--- config.mk ---
export PLATFORM = sky130hd
export DESIGN_NAME = branch_unit
export DESIGN_NICKNAME = d
export VERILOG_FILES = /design/src/design/branch_pkg.sv /design/src/design/bus_pkg.sv /design/src/design/branch_cmp.sv /design/src/design/branch_ctrl.sv /design/src/design/branch_queue.sv /design/src/design/branch_unit.sv /design/src/design/cmp_queue.sv /design/src/design/ras.sv
export VERILOG_INCLUDE_DIRS = /design/src /design/src/design
export SDC_FILE = /design/constraint.sdc
export NUM_CORES = 1
export LEC_CHECK = 0
export ABC_AREA = 1
export BUFFER_PORTS_ARGS = -buffer_cell sky130_fd_sc_hd__buf_2
export CELL_PAD_IN_SITES_DETAIL_PLACEMENT = 1
export CELL_PAD_IN_SITES_GLOBAL_PLACEMENT = 2
export CORE_MARGIN = 5
export CORE_UTILIZATION = 38
export CTS_CLUSTER_DIAMETER = 60
export CTS_CLUSTER_SIZE = 14
export DETAILED_ROUTE_END_ITERATION = 12
export HOLD_SLACK_MARGIN = 0.12
export PLACE_DENSITY = 0.91
export SYNTH_ARGS = -nofsm -noshare
export SYNTH_HDL_FRONTEND = slang
export SYNTH_SLANG_ARGS = --single-unit
--- constraint.sdc ---
create_clock -name clk -period 4.6 [get_ports clk]
set_clock_uncertainty 0.05 [all_clocks]
set_input_delay 0.23 -clock clk [delete_from_list [all_inputs] [get_ports clk]]
set_output_delay 0.23 -clock clk [all_outputs]
set_load 0.05 [all_outputs]
--- src/design/branch_config.svh ---
`ifndef BRANCH_CONFIG_SVH
`define BRANCH_CONFIG_SVH

// branches in flight, also the issue credits after reset
`define BR_ENTRIES 4

// return address stack holds 2**RAS_DEPTH_LOG2 words
`define RAS_DEPTH_LOG2 3

`define TAG_WIDTH 5      // producer tag
`define ADDR_WIDTH 14    // instruction address
`define PATTERN_WIDTH 4  // branch history pattern

// count from 0 to BR_ENTRIES inclusive
`define BR_CNT_WIDTH ($clog2(`BR_ENTRIES + 1))

// slot number inside one of the queues
`define BR_IDX_WIDTH ($clog2(`BR_ENTRIES))

`endif

--- src/design/branch_pkg.sv ---
`default_nettype none

`include "branch_config.svh"

package branch_pkg;

	// encoding follows the opcode bits of the core
	typedef enum logic [1:0] {
		cmp_feqz = 2'd0,  // float exponent field zero
		cmp_fle  = 2'd1,  // float less-or-equal
		cmp_eq   = 2'd2,  // integer equal
		cmp_le   = 2'd3   // signed integer less-or-equal
	} cmp_kind_t;

	// points at the slot holding the current return address
	typedef logic [`RAS_DEPTH_LOG2-1:0] ras_ptr_t;

	typedef logic [`ADDR_WIDTH-1:0] addr_t;
	typedef logic [`PATTERN_WIDTH-1:0] pattern_t;

endpackage

`default_nettype wire

--- src/design/bus_pkg.sv ---
`default_nettype none

`include "branch_config.svh"

package bus_pkg;

	// producer tag on the read ports and the cdb
	typedef logic [`TAG_WIDTH-1:0] tag_t;

	// one operand word as it travels on the read ports and the cdb.
	// integer compares read it as a signed word, float compares
	// read the ieee single fields
	typedef union packed {
		logic signed [31:0] word;
		struct packed {
			logic sign;
			logic [7:0] exponent;
			logic [22:0] mantissa;
		} fp;
	} operand_t;

endpackage

`default_nettype wire

--- src/design/branch_cmp.sv ---
`timescale 1ns/1ns
`default_nettype none

module branch_cmp (
	input branch_pkg::cmp_kind_t kind,
	input bus_pkg::operand_t opd_a,
	input bus_pkg::operand_t opd_b,
	output logic taken
);
	import branch_pkg::*;

	logic [30:0] mag_a;
	logic [30:0] mag_b;
	logic both_zero;
	logic fle;

	assign mag_a = {opd_a.fp.exponent, opd_a.fp.mantissa};
	assign mag_b = {opd_b.fp.exponent, opd_b.fp.mantissa};
	assign both_zero = mag_a == '0 && mag_b == '0;  // +0 equals -0

	// sign-magnitude order, nan not handled
	always_comb begin
		if (both_zero) begin
			fle = 1'b1;
		end else if (opd_a.fp.sign != opd_b.fp.sign) begin
			fle = opd_a.fp.sign;  // negative side is smaller
		end else if (opd_a.fp.sign) begin
			fle = mag_a >= mag_b;  // both negative
		end else begin
			fle = mag_a <= mag_b;
		end
	end

	always_comb begin
		case (kind)
			cmp_eq: taken = opd_a.word == opd_b.word;
			cmp_le: taken = $signed(opd_a.word) <= $signed(opd_b.word);
			cmp_fle: taken = fle;
			default: taken = opd_a.fp.exponent == 8'd0;  // zero or denormal
		endcase
	end

endmodule

`default_nettype wire

--- src/design/branch_ctrl.sv ---
`timescale 1ns/1ns
`default_nettype none

`include "branch_config.svh"

module branch_ctrl (
	input logic clk,
	input logic reset,
	input logic issue,
	input logic commit,
	input logic failure,
	output logic head_resolved,
	output logic [`BR_CNT_WIDTH-1:0] br_count,
	input logic [`BR_CNT_WIDTH-1:0] cmp_count,
	output logic flush,
	output logic [`BR_CNT_WIDTH-1:0] credit_return
);
	localparam int CW = `BR_CNT_WIDTH;

	logic [CW-1:0] br_count_next;

	// branches beyond the compare queue are already resolved,
	// so a gap between the two counts means the head is done
	assign head_resolved = br_count != cmp_count;

	assign flush = commit && failure;  // mispredicted head leaves

	always_comb begin
		if (flush) begin
			br_count_next = '0;  // younger ones and a same-cycle issue die too
		end else begin
			br_count_next = br_count - CW'(commit) + CW'(issue);
		end
	end

	always_ff @(posedge clk) begin
		if (reset) begin
			br_count <= '0;
			credit_return <= '0;
		end else begin
			br_count <= br_count_next;
			if (flush) begin
				// head plus every flushed entry, the dropped issue included
				credit_return <= br_count + CW'(issue);
			end else begin
				credit_return <= CW'(commit);
			end
		end
	end

	// the issuer only spends credits it holds
	issue_has_credit: assert property (
		@(posedge clk) disable iff (reset)
		issue |-> br_count != CW'(`BR_ENTRIES)
	);

	commit_after_resolve: assert property (
		@(posedge clk) disable iff (reset)
		commit |-> head_resolved
	);

	// every waiting compare belongs to a live branch
	cmp_within_branches: assert property (
		@(posedge clk) disable iff (reset)
		cmp_count <= br_count
	);

endmodule

`default_nettype wire

--- src/design/branch_queue.sv ---
`timescale 1ns/1ns
`default_nettype none

`include "branch_config.svh"

module branch_queue (
	input logic clk,
	input logic reset,
	input logic issue,
	input logic commit,
	input logic flush,
	input logic [`BR_CNT_WIDTH-1:0] br_count,
	input logic prediction,
	input branch_pkg::pattern_t pattern,
	input branch_pkg::addr_t fail_addr,
	input branch_pkg::ras_ptr_t sp_snap,
	input branch_pkg::addr_t word_snap,
	input logic result_valid,
	input logic [`BR_IDX_WIDTH-1:0] result_index,
	input logic taken,
	output logic failure,
	output branch_pkg::pattern_t pattern_out,
	output branch_pkg::addr_t fail_addr_out,
	output branch_pkg::ras_ptr_t repair_sp,
	output branch_pkg::addr_t repair_word
);
	import branch_pkg::*;

	localparam int N = `BR_ENTRIES;
	localparam int CW = `BR_CNT_WIDTH;
	localparam int IW = `BR_IDX_WIDTH;

	logic q_fail [N];  // prediction until compared, then failure
	pattern_t q_pattern [N];
	addr_t q_addr [N];
	ras_ptr_t q_sp [N];
	addr_t q_word [N];

	logic [CW-1:0] wr_pos;
	logic [IW-1:0] result_slot;
	logic flip [N];

	assign wr_pos = br_count - CW'(commit);
	assign result_slot = result_index - IW'(commit);  // head may leave this cycle

	assign failure = q_fail[0];
	assign pattern_out = q_pattern[0];
	assign fail_addr_out = q_addr[0];
	assign repair_sp = q_sp[0];
	assign repair_word = q_word[0];

	for (genvar i = 0; i < N; i++) begin : g_slot
		localparam int NEXT = (i < N - 1) ? i + 1 : i;

		assign flip[i] = result_valid && !flush && taken && result_slot == IW'(i);

		always_ff @(posedge clk) begin
			if (reset) begin
				q_fail[i] <= 1'b0;
			end else if (issue && !flush && wr_pos == CW'(i)) begin
				q_fail[i] <= prediction;
				q_pattern[i] <= pattern;
				q_addr[i] <= fail_addr;
				q_sp[i] <= sp_snap;
				q_word[i] <= word_snap;
			end else if (commit) begin
				q_fail[i] <= q_fail[NEXT] ^ flip[i];
				q_pattern[i] <= q_pattern[NEXT];
				q_addr[i] <= q_addr[NEXT];
				q_sp[i] <= q_sp[NEXT];
				q_word[i] <= q_word[NEXT];
			end else begin
				q_fail[i] <= q_fail[i] ^ flip[i];
			end
		end
	end

	// a result always lands on a branch that is still here
	result_in_range: assert property (
		@(posedge clk) disable iff (reset)
		result_valid |-> CW'(result_index) < br_count
	);

endmodule

`default_nettype wire

--- src/design/branch_unit.sv ---
`timescale 1ns/1ns
`default_nettype none

`include "branch_config.svh"

module branch_unit (
	input logic clk,
	input logic reset,
	input logic issue,
	input branch_pkg::cmp_kind_t cmp_kind,
	input logic rd_valid [2],
	input bus_pkg::tag_t rd_tag [2],
	input bus_pkg::operand_t rd_data [2],
	input logic imm_valid,
	input bus_pkg::operand_t imm,
	input logic prediction,
	input branch_pkg::pattern_t pattern,
	input branch_pkg::addr_t fail_addr,
	output logic [`BR_CNT_WIDTH-1:0] credit_return,
	input logic cdb_valid,
	input bus_pkg::tag_t cdb_tag,
	input bus_pkg::operand_t cdb_data,
	input logic commit,
	output logic head_resolved,
	output logic failure,
	output branch_pkg::pattern_t pattern_out,
	output branch_pkg::addr_t fail_addr_out,
	input logic call,
	input logic ret,
	input branch_pkg::addr_t pc,
	output branch_pkg::addr_t return_addr
);
	import bus_pkg::*;
	import branch_pkg::*;

	logic [`BR_CNT_WIDTH-1:0] br_count;
	logic [`BR_CNT_WIDTH-1:0] cmp_count;
	logic flush;
	logic dispatch;
	logic [`BR_IDX_WIDTH-1:0] dispatch_index;
	cmp_kind_t head_kind;
	operand_t head_opd [2];
	logic taken;
	ras_ptr_t sp_snap;
	addr_t word_snap;
	ras_ptr_t repair_sp;
	addr_t repair_word;

	branch_ctrl u_ctrl (
		.clk(clk), .reset(reset), .issue(issue), .commit(commit), .failure(failure),
		.head_resolved(head_resolved), .br_count(br_count), .cmp_count(cmp_count),
		.flush(flush), .credit_return(credit_return)
	);

	cmp_queue u_cmp_queue (
		.clk(clk), .reset(reset), .issue(issue), .flush(flush), .cmp_kind(cmp_kind),
		.rd_valid(rd_valid), .rd_tag(rd_tag), .rd_data(rd_data),
		.imm_valid(imm_valid), .imm(imm),
		.cdb_valid(cdb_valid), .cdb_tag(cdb_tag), .cdb_data(cdb_data),
		.br_count(br_count), .dispatch(dispatch), .head_kind(head_kind),
		.head_opd(head_opd), .cmp_count(cmp_count), .dispatch_index(dispatch_index)
	);

	branch_cmp u_cmp (
		.kind(head_kind), .opd_a(head_opd[0]), .opd_b(head_opd[1]), .taken(taken)
	);

	branch_queue u_branch_queue (
		.clk(clk), .reset(reset), .issue(issue), .commit(commit), .flush(flush),
		.br_count(br_count), .prediction(prediction), .pattern(pattern),
		.fail_addr(fail_addr), .sp_snap(sp_snap), .word_snap(word_snap),
		.result_valid(dispatch), .result_index(dispatch_index), .taken(taken),
		.failure(failure), .pattern_out(pattern_out), .fail_addr_out(fail_addr_out),
		.repair_sp(repair_sp), .repair_word(repair_word)
	);

	// a failed commit rolls the stack back to the head's snapshot
	ras u_ras (
		.clk(clk), .reset(reset), .call(call), .ret(ret), .pc(pc),
		.repair(flush), .repair_sp(repair_sp), .repair_word(repair_word),
		.sp_snap(sp_snap), .word_snap(word_snap), .return_addr(return_addr)
	);

endmodule

`default_nettype wire

--- src/design/cmp_queue.sv ---
`timescale 1ns/1ns
`default_nettype none

`include "branch_config.svh"

module cmp_queue (
	input logic clk,
	input logic reset,
	input logic issue,
	input logic flush,
	input branch_pkg::cmp_kind_t cmp_kind,
	input logic rd_valid [2],
	input bus_pkg::tag_t rd_tag [2],
	input bus_pkg::operand_t rd_data [2],
	input logic imm_valid,
	input bus_pkg::operand_t imm,
	input logic cdb_valid,
	input bus_pkg::tag_t cdb_tag,
	input bus_pkg::operand_t cdb_data,
	input logic [`BR_CNT_WIDTH-1:0] br_count,
	output logic dispatch,
	output branch_pkg::cmp_kind_t head_kind,
	output bus_pkg::operand_t head_opd [2],
	output logic [`BR_CNT_WIDTH-1:0] cmp_count,
	output logic [`BR_IDX_WIDTH-1:0] dispatch_index
);
	import bus_pkg::*;
	import branch_pkg::*;

	localparam int N = `BR_ENTRIES;
	localparam int CW = `BR_CNT_WIDTH;

	cmp_kind_t q_kind [N];
	logic q_valid [N][2];
	tag_t q_tag [N][2];
	operand_t q_data [N][2];

	// entries after this cycle's cdb capture
	logic upd_valid [N][2];
	operand_t upd_data [N][2];

	logic new_valid [2];
	operand_t new_data [2];

	logic [CW-1:0] wr_pos;
	logic [CW-1:0] resolved_count;

	always_comb begin
		for (int i = 0; i < N; i++) begin
			for (int j = 0; j < 2; j++) begin
				upd_valid[i][j] = q_valid[i][j] || (cdb_valid && q_tag[i][j] == cdb_tag);
				upd_data[i][j] = q_valid[i][j] ? q_data[i][j] : cdb_data;
			end
		end
	end

	// incoming entry, may catch the cdb in its own issue cycle
	always_comb begin
		for (int j = 0; j < 2; j++) begin
			new_valid[j] = rd_valid[j] || (cdb_valid && rd_tag[j] == cdb_tag);
			new_data[j] = rd_valid[j] ? rd_data[j] : cdb_data;
		end
		if (imm_valid) begin
			new_valid[1] = 1'b1;  // immediate replaces operand 1
			new_data[1] = imm;
		end
	end

	// only the head leaves, is-zero needs no second operand
	assign dispatch = cmp_count != '0 && q_valid[0][0]
		&& (q_valid[0][1] || q_kind[0] == cmp_feqz);

	assign head_kind = q_kind[0];
	assign head_opd[0] = q_data[0][0];
	assign head_opd[1] = q_data[0][1];

	// resolved branches sit in front of the head in the branch queue
	assign resolved_count = br_count - cmp_count;
	assign dispatch_index = resolved_count[`BR_IDX_WIDTH-1:0];

	assign wr_pos = cmp_count - CW'(dispatch);

	always_ff @(posedge clk) begin
		if (reset || flush) begin
			cmp_count <= '0;
		end else begin
			cmp_count <= wr_pos + CW'(issue);
		end
	end

	for (genvar i = 0; i < N; i++) begin : g_slot
		localparam int NEXT = (i < N - 1) ? i + 1 : i;

		always_ff @(posedge clk) begin
			if (issue && wr_pos == CW'(i)) begin
				q_kind[i] <= cmp_kind;
				for (int j = 0; j < 2; j++) begin
					q_valid[i][j] <= new_valid[j];
					q_tag[i][j] <= rd_tag[j];
					q_data[i][j] <= new_data[j];
				end
			end else if (dispatch) begin
				q_kind[i] <= q_kind[NEXT];  // shift toward head
				for (int j = 0; j < 2; j++) begin
					q_valid[i][j] <= upd_valid[NEXT][j];
					q_tag[i][j] <= q_tag[NEXT][j];
					q_data[i][j] <= upd_data[NEXT][j];
				end
			end else begin
				for (int j = 0; j < 2; j++) begin
					q_valid[i][j] <= upd_valid[i][j];
					q_data[i][j] <= upd_data[i][j];
				end
			end
		end
	end

endmodule

`default_nettype wire

--- src/design/ras.sv ---
`timescale 1ns/1ns
`default_nettype none

`include "branch_config.svh"

module ras (
	input logic clk,
	input logic reset,
	input logic call,
	input logic ret,
	input branch_pkg::addr_t pc,
	input logic repair,
	input branch_pkg::ras_ptr_t repair_sp,
	input branch_pkg::addr_t repair_word,
	output branch_pkg::ras_ptr_t sp_snap,
	output branch_pkg::addr_t word_snap,
	output branch_pkg::addr_t return_addr
);
	import branch_pkg::*;

	localparam int DEPTH = 2 ** `RAS_DEPTH_LOG2;

	addr_t stack [DEPTH];
	ras_ptr_t sp;  // slot of the current return address
	ras_ptr_t sp_next;
	ras_ptr_t wr_ptr;
	addr_t wr_data;
	logic wr_en;
	addr_t top_next;

	assign sp_snap = sp;
	assign word_snap = stack[sp + 1'b1];  // the word a later call overwrites

	always_comb begin
		sp_next = sp;
		wr_en = 1'b0;
		wr_ptr = sp + 1'b1;
		wr_data = pc;
		if (repair) begin
			sp_next = repair_sp;
			wr_en = 1'b1;
			wr_ptr = repair_sp + 1'b1;
			wr_data = repair_word;
		end else if (call) begin
			sp_next = sp + 1'b1;
			wr_en = 1'b1;
		end else if (ret) begin
			sp_next = sp - 1'b1;
		end
	end

	// bypass a write into the new top
	assign top_next = (wr_en && wr_ptr == sp_next) ? wr_data : stack[sp_next];

	always_ff @(posedge clk) begin
		if (reset) begin
			sp <= '1;  // top slot
		end else begin
			sp <= sp_next;
		end
	end

	always_ff @(posedge clk) begin
		if (wr_en) begin
			stack[wr_ptr] <= wr_data;
		end
		return_addr <= top_next;
	end

endmodule

`default_nettype wire

# Word level (Yosys, flattened, before mapping)
# Memories as Yosys holds them, arrays and structs flattened. A register that Yosys moved wholly into a read port is not among the register bits.
# Index checks and enable logic that the tools add are counted.
dict set report totals {
  reg_bits 12
  ram_bits 568
  inputBits 188
  output_inout_bits 37
  mem_count 10
}
dict set report op_classes {
  n_addsub 10
  n_lt_le_gt_ge 3
  n_eq_ne 25
  mux 164
  n_bitwise 80
  reduce_logical 52
}
# name depth width read_ports rd_ports_with_merged_regs wr line_no
set memory_table {}
lappend memory_table {u_cmp_queue.q_data 4 64 4 0 4 cmp_queue.sv:36} ;# operand_t q_data [N][2];
lappend memory_table {u_ras.stack 8 14 2 1 1 ras.sv:23} ;# addr_t stack [DEPTH];
lappend memory_table {u_branch_queue.q_addr 4 14 4 0 4 branch_queue.sv:35} ;# addr_t q_addr [N];
lappend memory_table {u_branch_queue.q_word 4 14 4 0 4 branch_queue.sv:37} ;# addr_t q_word [N];
lappend memory_table {u_cmp_queue.q_tag 4 10 4 0 4 cmp_queue.sv:35} ;# tag_t q_tag [N][2];
lappend memory_table {u_branch_queue.q_pattern 4 4 4 0 4 branch_queue.sv:34} ;# pattern_t q_pattern [N];
lappend memory_table {{4 more memories} -- -- -- -- -- --}
# op count
set op_table {}
lappend op_table {{$mux W32} 27}
lappend op_table {{$mux W14} 9}
lappend op_table {{$mux W1} 103}
lappend op_table {{$or A1 B1 Y1} 72}
lappend op_table {{$logic_not A31 Y1} 2}
lappend op_table {{$eq A5 B5 Y1} 10}
lappend op_table {{$mux W5} 8}
lappend op_table {{$eq A32 B32 Y1} 1}
lappend op_table {{$le A32 B32 Y1} 1}
lappend op_table {{$ge A31 B31 Y1} 1}
lappend op_table {{$le A31 B31 Y1} 1}
lappend op_table {{$logic_and A1 B1 Y1} 29}
lappend op_table {{$mux W3} 8}
lappend op_table {{$mux W4} 4}
lappend op_table {{$eq A3 B2 Y1 const B} 4}
lappend op_table {{$logic_or A1 B1 Y1} 12}
lappend op_table {{$add A3 B1 Y3} 3}
lappend op_table {{$eq A2 B2 Y1 const B} 4}
lappend op_table {{$logic_not A8 Y1} 1}
lappend op_table {{$mux W2} 4}
lappend op_table {{$xor A1 B1 Y1} 7}
lappend op_table {{$add A3 B1 Y3 const B} 2}
lappend op_table {{$eq A3 B1 Y1 const B} 2}
lappend op_table {{$logic_not A3 Y1} 2}
lappend op_table {{other kinds (13)} 17}

# Longest topological paths before layout
# An unclocked memory read counts as a cell.
dict set report depth {
  depth_word 11
  ltp_mapped 22
}

# Cells and area by module
# From an unflattened synthesis, not the netlist that was laid out.
dict set report hier_totals {
  cells_unflattened 3969
  hier_area_um2 32981.6
}
# mod n_inst cells_each area_each_um2 seq_area_each_um2
set by_module_without_submodules {}
lappend by_module_without_submodules {cmp_queue 1 2361 18641.6 9429.0}
lappend by_module_without_submodules {ras 1 776 6332.3 3483.3}
lappend by_module_without_submodules {branch_queue 1 513 6163.4 4324.1}
lappend by_module_without_submodules {branch_cmp 1 278 1501.4 0.0}
lappend by_module_without_submodules {branch_ctrl 1 41 342.8 120.1}

# Worst setup path before layout
# Ideal clock, no wire load.
dict set report synth_path {
  path_type {reg-to-reg}
  from {memory u_branch_queue.q_fail[0][0]}
  to {memory u_branch_queue.q_addr[2][0] in the netlist's numbering (enable)}
  setup_time_ns 0.428
  arrival_time_ns 2.981
  required_time_ns 4.122
  path_slack_ns 1.140
  path_stages_with_launch 8
  cell_sequence {edfxtp_1 nand2_2 inv_2 nor2_1 inv_2 nor4_4 nor2_1 nor2_1}
}
# element line_no
set synth_rtl {}
lappend synth_rtl {{start: declaration} branch_queue.sv:33} ;# logic q_fail [N];
lappend synth_rtl {{end: declaration} branch_queue.sv:35}

==> implementation parameters <==
Parameter                              Value

STA
  Sum Neg Setup Slack    0 ns
  Relative max-transition margin    7.79%
  Clock period minus final worst setup slack    3.87 ns
  Hold Vio Cnt, Final    0
  Final worst-path cycle share    84.2%
  Max-slew violations    0
  Setup Viol. Count Final    0
  Slew of the pin with the lowest slew margin    1.38 ns
  Setup repair after global routing missed its margin    false
  Maximum achievable frequency    0.258 GHz

Placed design
  Placement Cell Area    34100 µm²
  Gpl congestion    0.875
  Number of input and output port buffers inserted    224
  DP Cell Count    4842
  Hpwl dp    76.4 mm

Die
  Area of the core    81800 µm²
  Row cnt    105
  Starting utilization of the core area    38.2%
  Count of pins on the block boundary    225
  Height of the die    297 µm
  Horizontal extent of the die    297 µm
  Total die area    88000 µm²

Global route
  Global-route layer with the greatest usage    met2
  Met1 Track Usage GR    28.7%
  Met3 routing resource usage after global routing    2.22%
  Combined global-route utilization of all metal layers    24.7%
  Grt met2 use    46.3%
  Global-route wire length before repair    168 mm
  Overflow after GRT    0
  Vias in the first global route    28514
  Maximum number of pins on one net before global-route repair    71
  Antenna violations before repair    3

Cells and area
  Final Instance Count excl. Fillers    5062
  Non-Filler Cell Area, Final    37100 µm²
  Area overhead of the layout relative to synthesis    18.9%
  Final net count    4178
  Proportion of layout cells with a drive suffix above 1    11.0%

Routing
  Mean routed wirelength per cell    22.0 µm
  Post-DRT Antenna Nets    0
  Number of remaining DRC errors    0
  Vias/cell    5.40
  Count of routing violations after the opening detailed-route iteration    2318
  Detailed Route WL    111 mm
  Total via count after detailed routing    27332
  Detailed-routing iteration count for the pre-antenna-repair pass    5

Worst setup path
  Worst Path Max Fanout    32
  Worst Path Class, Setup    reg -> reg
  Setup crit end kind    register
  Arrival time of data at the critical path endpoint    4.30 ns
  Required time at the worst-slack endpoint    5.02 ns
  Startpoint kind of the worst setup timing path    register

Yosys
  Synth Register Bits    583
  Async set or reset register ratio after synthesis    0%
  Largest cells by area after synthesis    sky130_fd_sc_hd__edfxtp_1, sky130_fd_sc_hd__nand2_1, sky130_fd_sc_hd__o21ai_0
  Synth Cell Area    31200 µm²
  Cell count after synthesis    3494
  Proportion of netlist area held by the largest area contributor    54.6%
  Top cell type by total area after synthesis    sky130_fd_sc_hd__edfxtp_1
  Most common flop cell mapped by yosys    sky130_fd_sc_hd__edfxtp_1
  Average size of a mapped cell    8.94 µm²
  Count of warnings emitted by yosys    0
  Share of the yosys chip area belonging to registers    55.6%
  Number of synthesized flops with an enable pin    568
  Post-synthesis cell type count    58

Power
  Cell area power density    626 nW/µm²
  Worst-case vdd ir drop    0.370 mV
  P_leak    15.1 nW

Flow run
  Max Cap Viol    0

Clocking
  Master cell of the clock root buffer    sky130_fd_sc_hd__clkbuf_16
  Setup bufs post-CTS    0
  Clock slew seen by the registers of the worst setup and hold paths    0.07 ns
  H-Tree Level Count    2
  Clock tree from TritonCTS    done
  Clock buffers created by TritonCTS    60
  # clock sinks    583
  Clock buffer depth    3
  Skew-Pair Late Insertion Delay    0.67 ns

Hold path
  Path class of the lowest-slack min-delay path    in -> reg

Outcome
  Run status    completed
[logic make-up after synthesis]
| group | share of synthesized area (%) |
|---|---|
| compound gates | 17.7 |
| xor+xnor | 0.473 |
| fa+ha+maj | 1.95 |
| buf+inv | 6.66 |
| flops | 55.6 |
| other cells | 0.0120 |
| simple gates | 17.6 |
[metrics by stage]
| stage | power, mW | setup slack [ns] | utilization (%) | hold slack, ns |
|---|---|---|---|---|
| floorplan | 15.0 | 1.14 | - | 0.279 |
| global placement | 17.7 | 1.05 | 41.6 | 0.391 |
| detailed placement | 18.1 | 0.927 | 41.6 | 0.390 |
| CTS | 23.2 | 0.731 | 45.4 | 0.124 |
| global route | 24.6 | 0.542 | 45.4 | 0.139 |
| finish | 23.2 | 0.726 | 45.4 | 0.140 |
[final timing paths]
check | slack (ns) | end | start | cells after the start
worst max-delay path | 0.73 | u_cmp_queue.q_data[0][24] | u_cmp_queue.q_kind[0][1] | 14
worst min-delay path | 0.14 | u_ras.stack[0][2] | pc[2] | 3
worst max register to register | 0.73 | u_cmp_queue.q_data[0][24] | u_cmp_queue.q_kind[0][1] | 14
worst min register to register | 0.43 | u_branch_queue.q_sp[1][3] | u_ras.sp_snap[0] | 0
[worst max-delay path, cell delays in order (launching register included)]
cell and delay [ns]:
sky130_fd_sc_hd__edfxtp_1 0.43, sky130_fd_sc_hd__nor2_2 0.18, sky130_fd_sc_hd__nor2_1 0.09, sky130_fd_sc_hd__nor3_4 0.19, sky130_fd_sc_hd__ha_1 0.17, sky130_fd_sc_hd__ha_1 0.20
sky130_fd_sc_hd__xor2_2 0.40, sky130_fd_sc_hd__nor4_4 0.07, sky130_fd_sc_hd__buf_4 0.18, sky130_fd_sc_hd__inv_2 0.08, sky130_fd_sc_hd__nand2_4 0.20, sky130_fd_sc_hd__inv_2 0.56
sky130_fd_sc_hd__nand2_1 0.20, sky130_fd_sc_hd__o221ai_1 0.12, sky130_fd_sc_hd__dlygate4sd3_1 0.57
[report_power, final]
| group | switching, mW | internal, mW |
|---|---|---|
| clock network | 2.32 | 2.68 |
| registers | 0.689 | 8.20 |
| logic | 6.53 | 2.81 |
[registers in the layout (all words and copies together) (netlist names), 8 cells and up, named ones only]
name,cells
u_cmp_queue.q_tag,40
u_cmp_queue.q_kind,8
u_branch_queue.q_addr,56
u_cmp_queue.q_data,256
u_branch_queue.q_word,56
u_cmp_queue.q_valid,8
u_ras.stack,112
u_branch_queue.q_pattern,16
u_branch_queue.q_sp,12
[Yosys cell counts, types with 17 or more instances]
| library cell | n |
|---|---|
| sky130_fd_sc_hd__o221ai_1 | 63 |
| sky130_fd_sc_hd__clkbuf_1 | 139 |
| sky130_fd_sc_hd__nand3_1 | 48 |
| sky130_fd_sc_hd__a221oi_1 | 30 |
| sky130_fd_sc_hd__nand2_1 | 1146 |
| sky130_fd_sc_hd__o211ai_1 | 149 |
| sky130_fd_sc_hd__inv_2 | 22 |
| sky130_fd_sc_hd__inv_1 | 287 |
| sky130_fd_sc_hd__o21ai_0 | 509 |
| sky130_fd_sc_hd__nor2_1 | 144 |
| sky130_fd_sc_hd__o21ai_1 | 18 |
| sky130_fd_sc_hd__ha_1 | 47 |
| sky130_fd_sc_hd__buf_2 | 57 |
| sky130_fd_sc_hd__edfxtp_1 | 568 |
| sky130_fd_sc_hd__a21oi_1 | 104 |
| sky130_fd_sc_hd__o22ai_1 | 17 |
[layout make-up]
type	instances	area [µm²]
inverter	317	1190
fill	9622	44700
clock buffer	71	1540
antenna	3	7.51
clock inverter	38	419
timing repair buffer	391	2680
sequential	583	17400
multi-input combinational	2589	12600
tap	1070	1340
[per-layer routing]
| layer | wire [µm] | up-vias |
|---|---|---|
| li1 | - | 12814 |
| met1 | 43000 | 13566 |
| met2 | 58300 | 728 |
| met3 | 4560 | 224 |
| met4 | 5420 | 0 |
| met5 | 0 | - |
[cell usage in the layout (no fill, tap or decap), types with 21 or more instances in the layout]
master and n:
sky130_fd_sc_hd__dlygate4sd3_1 108, sky130_fd_sc_hd__o221ai_1 63, sky130_fd_sc_hd__inv_2 21, sky130_fd_sc_hd__nor2_1 141, sky130_fd_sc_hd__nand2_1 1146, sky130_fd_sc_hd__a21oi_1 104
sky130_fd_sc_hd__o21ai_0 509, sky130_fd_sc_hd__ha_1 47, sky130_fd_sc_hd__edfxtp_1 568, sky130_fd_sc_hd__clkbuf_16 60, sky130_fd_sc_hd__inv_1 287, sky130_fd_sc_hd__conb_1 204
sky130_fd_sc_hd__buf_4 56, sky130_fd_sc_hd__o211ai_1 149, sky130_fd_sc_hd__a221oi_1 30, sky130_fd_sc_hd__nand3_1 48, sky130_fd_sc_hd__buf_2 224
[repair_timing]
action	4_1_cts	5_1_grt
gates resized for setup	0	0
hold endpoints to repair	313	0
hold buffers	108	0
Note: power is estimated with default switching activity, not from simulation.
